--- config.mk ---
export PLATFORM = sky130hd
export DESIGN_NAME = proc_mem_top
export DESIGN_NICKNAME = d
export VERILOG_FILES = /design/src/design/proc_mem_pkg.sv /design/src/design/data_port.sv /design/src/design/fetch_unit.sv /design/src/design/mem_arbiter.sv /design/src/design/proc_mem_top.sv
export VERILOG_INCLUDE_DIRS = /design/src /design/src/include
export SDC_FILE = /design/constraint.sdc
export NUM_CORES = 1
export LEC_CHECK = 0
export ABC_AREA = 0
export BUFFER_PORTS_ARGS = -buffer_cell sky130_fd_sc_hd__buf_2
export CAP_MARGIN = 40
export CORE_ASPECT_RATIO = 1.4
export CORE_MARGIN = 2
export CORE_UTILIZATION = 40
export DETAILED_ROUTE_END_ITERATION = 7
export PLACE_DENSITY = 0.66
export SYNTH_ARGS = -nofsm -noshare
export SYNTH_HDL_FRONTEND = slang
export SYNTH_HIERARCHICAL = 1
export SYNTH_SLANG_ARGS = --single-unit
--- constraint.sdc ---
create_clock -name clock -period 6.4 [get_ports clock]
set_input_delay 0.64 -clock clock [delete_from_list [all_inputs] [get_ports clock]]
set_output_delay 0.64 -clock clock [all_outputs]
set_load 0.1 [all_outputs]
--- src/include/proc_mem_params.svh ---
/*
 * shared width and reset constants for the memory access path
 * fetcher, data port and bus arbiter all size from these
 */

`ifndef PROC_MEM_PARAMS_SVH
`define PROC_MEM_PARAMS_SVH

// address and instruction width
`define XLEN 32

// memory bus data width, one doubleword
`define MEM_WIDTH 64

// response and reply tag width
`define TAG_BITS 4

// owner table depth, one entry per tag
// tag 0 means no transaction
`define NUM_TAGS 16

// first fetch address after reset
`define RESET_PC 32'h0000_0000

`endif

--- src/design/proc_mem_pkg.sv ---
/*
 * shared types for the memory access path
 * bus commands, per-tag owner and the two views of a memory word
 */

`include "proc_mem_params.svh"

package proc_mem_pkg;

    //////////////////////////////
    // bus command
    //////////////////////////////

    // encoding follows the memory protocol
    typedef enum logic [1:0] {
        bus_none  = 2'h0,
        bus_load  = 2'h1,
        bus_store = 2'h2
    } bus_command_t;

    //////////////////////////////
    // tag owner
    //////////////////////////////

    // who issued the load behind a tag
    typedef enum logic {
        owner_fetch = 1'b0,
        owner_data  = 1'b1
    } owner_t;

    //////////////////////////////
    // memory word
    //////////////////////////////

    // data port sees one doubleword
    // fetcher sees two instructions, inst[0] at the lower address
    typedef union packed {
        logic [`MEM_WIDTH-1:0]   dword;
        logic [1:0][`XLEN-1:0]   inst;
    } mem_word_u;

endpackage

--- src/design/data_port.sv ---
/*
 * core-side data port
 * holds one load or store on the bus until accepted, returns load data
 */

`timescale 1ns/1ps
`include "proc_mem_params.svh"

module data_port (
    input  logic                         clock,
    input  logic                         reset,
    input  logic                         dmem_load,
    input  logic                         dmem_store,
    input  logic [`XLEN-1:0]             dmem_addr,
    input  logic [`MEM_WIDTH-1:0]        dmem_wdata,
    output logic                         req,
    output proc_mem_pkg::bus_command_t   req_command,
    output logic [`XLEN-1:0]             req_addr,
    output logic [`MEM_WIDTH-1:0]        req_data,
    input  logic                         accepted,
    input  logic                         reply,
    input  proc_mem_pkg::mem_word_u      reply_data,
    output logic                         dmem_busy,
    output logic                         dmem_load_done,
    output logic [`MEM_WIDTH-1:0]        dmem_rdata,
    output logic                         dmem_store_done
);

    import proc_mem_pkg::*;

    // fsm encodings
    localparam logic [1:0] state_idle    = 2'd0;
    localparam logic [1:0] state_request = 2'd1;
    localparam logic [1:0] state_wait    = 2'd2;

    logic [1:0]            state;
    bus_command_t          cmd_q;
    logic [`XLEN-1:0]      addr_q;
    logic [`MEM_WIDTH-1:0] wdata_q;

    //////////////////////////////
    // bus request
    //////////////////////////////

    // latched request stays on the bus until accepted
    assign req         = (state == state_request);
    assign req_command = cmd_q;
    assign req_addr    = addr_q;
    assign req_data    = wdata_q;

    // busy covers request and load wait
    assign dmem_busy = (state != state_idle);

    //////////////////////////////
    // control
    //////////////////////////////

    always_ff @(posedge clock or posedge reset) begin
        if (reset) begin
            state           <= state_idle;
            cmd_q           <= bus_none;
            dmem_load_done  <= 1'b0;
            dmem_store_done <= 1'b0;
        end else begin
            dmem_load_done  <= 1'b0;
            dmem_store_done <= 1'b0;
            case (state)
                state_idle: begin
                    if (dmem_load || dmem_store) begin
                        state <= state_request;
                        cmd_q <= dmem_load ? bus_load : bus_store;
                    end
                end
                state_request: begin
                    if (accepted) begin
                        // a store is finished once memory takes it
                        if (cmd_q == bus_load) begin
                            state <= state_wait;
                        end else begin
                            state           <= state_idle;
                            dmem_store_done <= 1'b1;
                        end
                    end
                end
                state_wait: begin
                    if (reply) begin
                        state          <= state_idle;
                        dmem_load_done <= 1'b1;
                    end
                end
                default: state <= state_idle;
            endcase
        end
    end

    //////////////////////////////
    // payload
    //////////////////////////////

    // address and store data from the strobe cycle
    always_ff @(posedge clock) begin
        if ((state == state_idle) && (dmem_load || dmem_store)) begin
            addr_q  <= dmem_addr;
            wdata_q <= dmem_wdata;
        end
    end

    // full doubleword goes back to the core
    always_ff @(posedge clock) begin
        if (reply && (state == state_wait)) begin
            dmem_rdata <= reply_data.dword;
        end
    end

    //////////////////////////////
    // checks
    //////////////////////////////

    assert property (@(posedge clock) disable iff (reset)
        (dmem_load || dmem_store) |-> !dmem_busy)
        else $error("data strobe while port busy");

    assert property (@(posedge clock) disable iff (reset)
        !(dmem_load && dmem_store))
        else $error("load and store strobed together");

    // reply must belong to our pending load
    assert property (@(posedge clock) disable iff (reset)
        reply |-> (state == state_wait))
        else $error("data reply outside load wait");

endmodule

--- src/design/fetch_unit.sv ---
/*
 * sequential instruction fetcher
 * one outstanding doubleword read, picks the 32-bit half for the pc
 */

`timescale 1ns/1ps
`include "proc_mem_params.svh"

module fetch_unit (
    input  logic                     clock,
    input  logic                     reset,
    output logic                     req,
    output logic [`XLEN-1:0]         req_addr,
    input  logic                     accepted,
    input  logic                     reply,
    input  proc_mem_pkg::mem_word_u  reply_data,
    output logic                     fetch_valid,
    output logic [`XLEN-1:0]         fetch_pc,
    output logic [`XLEN-1:0]         fetch_inst
);

    import proc_mem_pkg::*;

    // fsm encodings
    localparam logic state_request = 1'b0;
    localparam logic state_wait    = 1'b1;

    logic             state;
    logic             run;
    logic [`XLEN-1:0] pc;

    //////////////////////////////
    // bus request
    //////////////////////////////

    // held level until the arbiter accepts it
    assign req      = run && (state == state_request);
    // doubleword aligned read
    assign req_addr = {pc[`XLEN-1:3], 3'b000};

    //////////////////////////////
    // control
    //////////////////////////////

    always_ff @(posedge clock or posedge reset) begin
        if (reset) begin
            state       <= state_request;
            run         <= 1'b0;
            pc          <= `RESET_PC;
            fetch_valid <= 1'b0;
        end else begin
            // first request goes out one cycle after reset releases
            run         <= 1'b1;
            fetch_valid <= 1'b0;
            case (state)
                state_request: begin
                    if (accepted) begin
                        state <= state_wait;
                    end
                end
                state_wait: begin
                    // reply closes the read, step to next word
                    if (reply) begin
                        state       <= state_request;
                        fetch_valid <= 1'b1;
                        pc          <= pc + `XLEN'd4;
                    end
                end
                default: state <= state_request;
            endcase
        end
    end

    //////////////////////////////
    // instruction capture
    //////////////////////////////

    // pc bit 2 picks the half within the doubleword
    always_ff @(posedge clock) begin
        if (reply && (state == state_wait)) begin
            fetch_pc   <= pc;
            fetch_inst <= reply_data.inst[pc[2]];
        end
    end

    // reply only after an accepted read
    assert property (@(posedge clock) disable iff (reset)
        reply |-> (state == state_wait))
        else $error("fetch reply arrived while still requesting");

endmodule

--- src/design/mem_arbiter.sv ---
/*
 * memory bus arbiter, data port ahead of fetch
 * records the owner of each accepted load tag and routes replies back
 */

`timescale 1ns/1ps
`include "proc_mem_params.svh"

module mem_arbiter (
    input  logic                         clock,
    input  logic                         reset,
    input  logic                         fetch_req,
    input  logic [`XLEN-1:0]             fetch_addr,
    input  logic                         data_req,
    input  proc_mem_pkg::bus_command_t   data_command,
    input  logic [`XLEN-1:0]             data_addr,
    input  logic [`MEM_WIDTH-1:0]        data_data,
    output logic                         fetch_accepted,
    output logic                         fetch_reply,
    output logic                         data_accepted,
    output logic                         data_reply,
    output proc_mem_pkg::mem_word_u      reply_data,
    output proc_mem_pkg::bus_command_t   proc2mem_command,
    output logic [`XLEN-1:0]             proc2mem_addr,
    output logic [`MEM_WIDTH-1:0]        proc2mem_data,
    input  logic [`TAG_BITS-1:0]         mem2proc_response,
    input  logic [`TAG_BITS-1:0]         mem2proc_tag,
    input  logic [`MEM_WIDTH-1:0]        mem2proc_data
);

    import proc_mem_pkg::*;

    // per-tag owner and outstanding flag
    owner_t             owner_table [`NUM_TAGS];
    logic [`NUM_TAGS-1:0] tag_busy;

    logic   grant_fetch;
    logic   response_ok;
    logic   record_en;
    owner_t record_owner;
    logic   reply_hit;

    //////////////////////////////
    // grant and bus drive
    //////////////////////////////

    // data wins whenever it asks
    assign grant_fetch = fetch_req && !data_req;

    always_comb begin
        proc2mem_command = bus_none;
        proc2mem_addr    = fetch_addr;
        proc2mem_data    = '0;
        if (data_req) begin
            proc2mem_command = data_command;
            proc2mem_addr    = data_addr;
            proc2mem_data    = data_data;
        end else if (fetch_req) begin
            // fetches are always loads
            proc2mem_command = bus_load;
        end
    end

    // nonzero response means memory took the command
    assign response_ok    = (mem2proc_response != '0);
    assign data_accepted  = data_req && response_ok;
    assign fetch_accepted = grant_fetch && response_ok;

    //////////////////////////////
    // owner table
    //////////////////////////////

    // only loads get a reply, stores end here
    assign record_en    = fetch_accepted || (data_accepted && (data_command == bus_load));
    assign record_owner = data_accepted ? owner_data : owner_fetch;

    always_ff @(posedge clock or posedge reset) begin
        if (reset) begin
            tag_busy <= '0;
            for (int i = 0; i < `NUM_TAGS; i++) begin
                owner_table[i] <= owner_fetch;
            end
        end else begin
            // retire first so a reused tag can be claimed again
            if (reply_hit) begin
                tag_busy[mem2proc_tag] <= 1'b0;
            end
            if (record_en) begin
                tag_busy[mem2proc_response]    <= 1'b1;
                owner_table[mem2proc_response] <= record_owner;
            end
        end
    end

    //////////////////////////////
    // reply routing
    //////////////////////////////

    assign reply_hit   = (mem2proc_tag != '0) && tag_busy[mem2proc_tag];
    assign fetch_reply = reply_hit && (owner_table[mem2proc_tag] == owner_fetch);
    assign data_reply  = reply_hit && (owner_table[mem2proc_tag] == owner_data);

    // both requesters read the same word, each in its own view
    assign reply_data = mem2proc_data;

    //////////////////////////////
    // checks
    //////////////////////////////

    // every reply tag was handed out earlier and is still open
    assert property (@(posedge clock) disable iff (reset)
        (mem2proc_tag != '0) |-> tag_busy[mem2proc_tag])
        else $error("reply tag %0h not outstanding", mem2proc_tag);

endmodule

--- src/design/proc_mem_top.sv ---
/*
 * memory access top level
 * fetcher and data port share one tagged memory bus through the arbiter
 */

`timescale 1ns/1ps
`include "proc_mem_params.svh"

module proc_mem_top (
    input  logic                         clock,
    input  logic                         reset,

    // memory bus
    output proc_mem_pkg::bus_command_t   proc2mem_command,
    output logic [`XLEN-1:0]             proc2mem_addr,
    output logic [`MEM_WIDTH-1:0]        proc2mem_data,
    input  logic [`TAG_BITS-1:0]         mem2proc_response,
    input  logic [`MEM_WIDTH-1:0]        mem2proc_data,
    input  logic [`TAG_BITS-1:0]         mem2proc_tag,

    // core data side
    input  logic                         dmem_load,
    input  logic                         dmem_store,
    input  logic [`XLEN-1:0]             dmem_addr,
    input  logic [`MEM_WIDTH-1:0]        dmem_wdata,
    output logic                         dmem_busy,
    output logic                         dmem_load_done,
    output logic [`MEM_WIDTH-1:0]        dmem_rdata,
    output logic                         dmem_store_done,

    // core fetch side
    output logic                         fetch_valid,
    output logic [`XLEN-1:0]             fetch_pc,
    output logic [`XLEN-1:0]             fetch_inst
);

    import proc_mem_pkg::*;

    //////////////////////////////
    // requester wires
    //////////////////////////////

    logic                  fetch_req;
    logic [`XLEN-1:0]      fetch_addr;
    logic                  fetch_accepted;
    logic                  fetch_reply;

    logic                  data_req;
    bus_command_t          data_command;
    logic [`XLEN-1:0]      data_addr;
    logic [`MEM_WIDTH-1:0] data_data;
    logic                  data_accepted;
    logic                  data_reply;

    // shared reply word, fanned out to both
    mem_word_u             reply_data;

    //////////////////////////////
    // instances
    //////////////////////////////

    fetch_unit u_fetch (
        .clock       (clock),
        .reset       (reset),
        .req         (fetch_req),
        .req_addr    (fetch_addr),
        .accepted    (fetch_accepted),
        .reply       (fetch_reply),
        .reply_data  (reply_data),
        .fetch_valid (fetch_valid),
        .fetch_pc    (fetch_pc),
        .fetch_inst  (fetch_inst)
    );

    data_port u_data (
        .clock           (clock),
        .reset           (reset),
        .dmem_load       (dmem_load),
        .dmem_store      (dmem_store),
        .dmem_addr       (dmem_addr),
        .dmem_wdata      (dmem_wdata),
        .req             (data_req),
        .req_command     (data_command),
        .req_addr        (data_addr),
        .req_data        (data_data),
        .accepted        (data_accepted),
        .reply           (data_reply),
        .reply_data      (reply_data),
        .dmem_busy       (dmem_busy),
        .dmem_load_done  (dmem_load_done),
        .dmem_rdata      (dmem_rdata),
        .dmem_store_done (dmem_store_done)
    );

    mem_arbiter u_arbiter (
        .clock             (clock),
        .reset             (reset),
        .fetch_req         (fetch_req),
        .fetch_addr        (fetch_addr),
        .data_req          (data_req),
        .data_command      (data_command),
        .data_addr         (data_addr),
        .data_data         (data_data),
        .fetch_accepted    (fetch_accepted),
        .fetch_reply       (fetch_reply),
        .data_accepted     (data_accepted),
        .data_reply        (data_reply),
        .reply_data        (reply_data),
        .proc2mem_command  (proc2mem_command),
        .proc2mem_addr     (proc2mem_addr),
        .proc2mem_data     (proc2mem_data),
        .mem2proc_response (mem2proc_response),
        .mem2proc_tag      (mem2proc_tag),
        .mem2proc_data     (mem2proc_data)
    );

endmodule

==> out/qor.yml, run 1 <==
status: "finished, final reports clean"
die_width_um: 150
wl_met1_um: 9430
grt_max_degree: 85
port_buffers: 399
cts_made_buffers: 28
first_pass_iters: 4
synth_cell_type_count: 51
yosysWarnings: 6
fin_nets: 1256
drt_iter0_markers: 314
hold_class: "input pin to register"
yosysMostFrequentCell: "edfxtp_1"
post_cts_buffers: 0
fill_cells: 2604
path_max_fanout: 37
io_pins: 402
holdPathStages: 1
met3_length_um: 2610
die_h_um: 209
synth_edf_count: 222
worst_clock_skew_ns: 0.0235
synth_area_mm2: 0.0120
min_to: "u_data/req_addr[4]"
dieArea_mm2: 0.0314
worst_pin_slew_ns: 0.850
ant_nets: 0
postLayoutCoreUtil: 0.493
h-tree-depth: 1
fin_tns_setup_ns: 0
grt_pass1_vias: 7049
grt.overflow.total: 0
worstSetupStartpointType: "input pin"
totalWireLength_um: 26500
fin_cells: 1492
end_kind: "register"
fmax_mhz: 287
yosys_most_used_dff: "edfxtp_1"
multiInputGateArea_mm2: 0.00269
initial_core_util: 0.403
syn_avg_cell_area_um2: 15.7
cts_root_buffer: "clkbuf_16"
track_usage: 0.160
viasPerCell: 4.73
yosysTopAreaCell: "edfxtp_1"
gp_congestion: 0.820
antenna_found_initial: 6
dpl.cell_count: 1437
wire_per_inst_um: 17.8
cts.path.max_buffers: 3
finalSetupViolations: 0
postSynthCellCount: 764
cp.arrival_ns: 3.92
slew_violations: 0
holdWs_ns: 0.253
max-slew-margin-rel: 0.433
min_period_over_period: 0.544
min_period_ns: 3.48
worst-r2r-cell-count: 9
yosys-top-cells-area: "edfxtp_1 (56%), dfrtp_1 (15%), mux2_2 (6.9%)"
clock-sinks: 292
route.detailed.drc: 0
vias: 7063
synthToLayoutAreaGrowth_pct: 22.1
netlist.area_leader.share: 0.556
rrSetupSlack_ns: 3.01
ys_ff_latch: 292
post-dp-hpwl_um: 19400
r2r_start: "u_arbiter/owner_table[14]"
yosysSeqAreaShare: 0.701
rows: 75
drive_gt1_frac: 0.485
path_class: "input pin to register"
reg2reg_to: "u_fetch/pc[5]"
routed.top_layer: "met5"
async_flop_share: 0.240
tritoncts: "done"
rsz0062_at_grt: "no"
cts.clk_slew.worst_paths_ns: 0.07
cp.required_ns: 6.84
grt_pass1_wl_um: 38800
regArea_mm2: 0.00842
synth_common_cells: "edfxtp_1 (222), buf_4 (100), mux2_2 (74)"
wl_met2_um: 13900
clock_latency_ns: 0.56
worstHoldStart: "dmem_addr[4]"
maxCapViolCount: 0
hold_violations: 0
core_mm2: 0.0297
worst max path at each step:
stage                                      end  cells past startpoint  slack [ns]             from
after CTS                        u_fetch/pc[5]                     10        2.89  mem2proc_tag[0]
final                            u_fetch/pc[5]                     10        2.92  mem2proc_tag[0]
after detailed placement         u_fetch/pc[5]                     10        2.28  mem2proc_tag[0]
after global routing             u_fetch/pc[5]                     10        2.63  mem2proc_tag[0]
after global placement           u_fetch/pc[5]                     10        2.33  mem2proc_tag[0]
after floorplan           u_data/dmem_rdata[0]                      7        1.62  mem2proc_tag[0]
per-stage QoR:
stage               area (µm²)  worst slack (ns)
floorplan                12000              1.62
global placement         13700              2.33
detailed placement       13700              2.28
CTS                      14600              2.89
global route             14700              2.63
finish                   14700              2.92
kinds of logic (layout without fill, tap and decap cells):
| logic type | Yosys count | in the layout | synth area share |
|---|---|---|---|
| DFF | 292 | 292 | 0.701 |
| and+or+nand+nor | 170 | 170 | 0.0854 |
| buffers and inverters | 138 | 475 | 0.0773 |
| muxes | 82 | 82 | 0.0856 |
| AOI/OAI and AO/OA | 50 | 50 | 0.0274 |
| xor gates and xnor gates | 29 | 29 | 0.0212 |
| other | 2 | 8 | 0.000626 |
| adders and majority gates | 1 | 1 | 0.00104 |
state kept, by name, indices dropped and copies added (netlist names):
| signal | count |
|---|---|
| u_data/req_command | 2 |
| u_fetch/fetch_pc | 30 |
| u_fetch/fetch_valid | 1 |
| u_fetch/fetch_inst | 32 |
| u_data/dmem_load_done | 1 |
| u_data/req_data | 64 |
| u_data/dmem_store_done | 1 |
| u_data/dmem_rdata | 64 |
| u_data/req_addr | 32 |
| u_arbiter/tag_busy | 15 |
| u_fetch/state | 1 |
| u_fetch/run | 1 |
| u_arbiter/owner_table | 16 |
| u_data/state | 2 |
| u_fetch/pc | 30 |
worst max-delay path, cell delays in order:
cell and delay (ns):
buf_2 0.26, mux4_1 0.59, a22oi_1 0.23, and3_1 0.20
nor3b_2 0.33, nand2_1 0.17, inv_2 0.63, buf_4 0.50
nand4_1 0.16, xnor2_1 0.14
metal layers:
metal	GRT usage	vias to the layer above
met5	0	-
met4	0.0488	8
met3	0.0480	43
met2	0.298	323
met1	0.171	3368
li1	-	3321
area by class of cell:
cell class,instances,area share
antenna,2,0.000342
inverter,14,0.00359
multi-input combinational,338,0.183
sequential,292,0.575
timing repair buffer,409,0.144
clock buffer,37,0.0515
clock inverter,15,0.00956
tap,385,0.0329
timing repair:
action                                 CTS  global route
hold buffers                             1             0
endpoints found under the hold margin    2             0
gates resized for setup                  0             0
cell usage in the layout, fill, tap and decap left out, types with 13 or more instances in the layout:
cell type / n
buf_2: 399
edfxtp_1: 222
mux2_2: 74
dfrtp_1: 70
and2_1: 67
clkbuf_16: 28
xnor2_1: 27
o21ai_0: 25
nand2_1: 22
nand4_1: 14
inv_1: 13
nand3_1: 13
Power of run 1 is left out: the tool's default activity adds up to more than one toggle a clock period on the data nets, which glitch-free logic cannot reach.
==> inputs of run 2 (changes only) <==
--- a/config.mk
+++ b/config.mk
@@ -13,7 +13,7 @@
 export CORE_MARGIN = 2
 export CORE_UTILIZATION = 40
 export DETAILED_ROUTE_END_ITERATION = 7
-export PLACE_DENSITY = 0.66
+export PLACE_DENSITY = 0.68
 export SYNTH_ARGS = -nofsm -noshare
 export SYNTH_HDL_FRONTEND = slang
 export SYNTH_HIERARCHICAL = 1
==> constraint.sdc (replaced) <==
create_clock -name clock -period 3 [get_ports clock]
set_input_delay 0.3 -clock clock [delete_from_list [all_inputs] [get_ports clock]]
set_output_delay 0.3 -clock clock [all_outputs]
set_load 0.1 [all_outputs]
==> run 2 against run 1 <==
Against the previous run: core utilization grew 6.1 points; die area did not move; non-clock buffer count is 176 higher; global-route usage grew 2.7 points; sequential share of layout area shrank 6.3 points; clock-buffer cell count unchanged; register-to-register slack got worse by 2.7 ns; largest cell class unchanged.
==> out/qor.yml, run 2 (synthesized netlist as in run 1, its figures left out) <==
drive_gt1_frac: 0.438  # -0.0474
vias: 7926  # +12%
worst-r2r-cell-count: 10  # +1
die_width_um: 150  # unchanged
path_max_fanout: 10  # -73%
cts.path.max_buffers: 3  # unchanged
postLayoutCoreUtil: 0.554  # +0.0610
cp.required_ns: 3.43  # -3.41 ns
rrSetupSlack_ns: 0.28  # -2.73 ns
status: "finished, final reports clean"
hold_class: "input pin to register"
rows: 75  # unchanged
min_period_ns: 2.72
worstSetupStartpointType: "register"
slew_violations: 0  # unchanged
rsz0062_at_grt: "no"
gp_congestion: 0.805  # -1.8%
dieArea_mm2: 0.0314  # unchanged
viasPerCell: 4.75  # +0.26%
fill_cells: 2329  # -11%
maxCapViolCount: 0  # unchanged
worst_ir_drop_vdd_v: 0.00113
first_pass_iters: 4  # unchanged
dpl_cell_area_mm2: 0.0139  # +0.90%
cellLeakagePower_nw: 6.97
port_buffers: 399  # unchanged
fin_nets: 1434  # +14%
reg2reg_to: "u_fetch/pc[26]"
track_usage: 0.187  # +0.0266
antenna_found_initial: 3  # -3
grt_max_degree: 81  # -4.7%
path_class: "register to register"
holdWs_ns: 0.0867  # -0.167 ns
cts_root_buffer: "clkbuf_16"
clock_latency_ns: 0.56  # about the same
h-tree-depth: 1  # unchanged
grt_pass1_wl_um: 45300  # +17%
cp.arrival_ns: 3.15  # -0.77 ns
wire_per_inst_um: 18.5  # +3.8%
grt.overflow.total: 0  # unchanged
totalWireLength_um: 30800  # +16%
holdPathStages: 3  # +2
layout_commonest_cell: "buf_2"
core_mm2: 0.0297  # unchanged
final_area_mm2: 0.0165  # +12%
p_per_area_mw_per_mm2: 1100
min_to: "u_arbiter/tag_busy[3]"
die_h_um: 209  # unchanged
io_pins: 402  # unchanged
drt_iter0_markers: 382  # +22%
initial_core_util: 0.403  # unchanged
max-slew-margin-rel: 0.505  # +0.0722
min_period_over_period: 0.905
cts_made_buffers: 29  # +3.6%
route.detailed.drc: 0  # unchanged
end_kind: "register"
post-dp-hpwl_um: 19900  # +2.5%
finalSetupViolations: 0  # unchanged
final_cell_mix: "buf_2 (398), edfxtp_1 (222), dlygate4sd3_1 (162), mux2_2 (74), dfrtp_1 (69)"
r2r_start: "u_arbiter/owner_table[14]"
grt_pass1_vias: 8455  # +20%
tritoncts: "done"
worst_clock_skew_ns: 0.0130  # -0.0105 ns
worst_pin_slew_ns: 0.743  # -0.107 ns
worstHoldStart: "mem2proc_tag[2]"
clock-sinks: 292  # unchanged
synthToLayoutAreaGrowth_pct: 37.2
fmax_mhz: 368
hold_violations: 0  # unchanged
ant_nets: 0  # unchanged
fin_tns_setup_ns: 0  # unchanged
p_total_w: 0.0182
cts.clk_slew.worst_paths_ns: 0.06  # about the same
## run 2: final cells by class
class                      instances  area (µm²)  share of cell area
clock buffer                      37         796              0.0483
timing repair buffer             585        3860               0.235
tap                              385         482              0.0293
antenna                            1        2.50            0.000152
clock inverter                    17         154             0.00935
multi-input combinational        339        2690               0.164
sequential                       292        8420               0.511
inverter                          14        56.3             0.00342
## run 2: power by group
part	leakage [nW]	internal, W	switching, W
Clock	0.473	0.00206	0.00155
Combinational	3.51	0.00173	0.00709
Sequential	2.98	0.00536	0.000387
## run 2: routing by layer
layer,share of wire,global-route usage,up-vias,wire length [µm]
li1,-,-,3688,-
met4,0.033,0.0729,4,1020
met2,0.54,0.356,360,16500
met1,0.35,0.191,3812,10800
met5,0.00075,0,-,23
met3,0.081,0.0456,62,2500
## run 2: what timing repair did
| action | in CTS | in global routing |
|---|---|---|
| hold buffers | 162 | 0 |
| buffers inserted | 0 | 2 |
| resized for setup | 0 | 2 |
| endpoints found under the setup margin | 0 | 23 |
| hold endpoints to repair | 231 | 0 |
## run 2: through the flow
step,cells,worst slack (ns)
after floorplan,768,0.0440
final,1670,0.284
after global routing,1670,0.0539
after global placement,1450,0.237
after detailed placement,1450,0.197
after CTS,1666,0.0101
## run 2: worst max-delay path by stage
| stage | startpoint | end | slack, ns | depth (start not counted) |
|---|---|---|---|---|
| final | u_arbiter/owner_table[14] | u_fetch/pc[26] | 0.28 | 10 |
| after global routing | u_arbiter/owner_table[14] | u_fetch/pc[26] | 0.05 | 10 |
| after CTS | u_data/state[1] | proc2mem_addr[4] | 0.01 | 4 |
| after detailed placement | mem2proc_tag[0] | u_fetch/pc[26] | 0.20 | 11 |
| after global placement | mem2proc_tag[0] | u_fetch/pc[26] | 0.24 | 11 |
| after floorplan | mem2proc_tag[0] | u_fetch/pc[3] | 0.04 | 7 |
## run 2: critical path, cell delays in order, from the launching register on
cell and delay, ns:
dfrtp_1 0.39, mux4_1 0.52, a22oi_1 0.24, and3_1 0.21, nor3b_2 0.19, buf_4 0.16
and4_1 0.20, and4_1 0.21, buf_4 0.19, nand4_1 0.12, xnor2_1 0.15
Note: power is estimated with default switching activity, not from simulation.
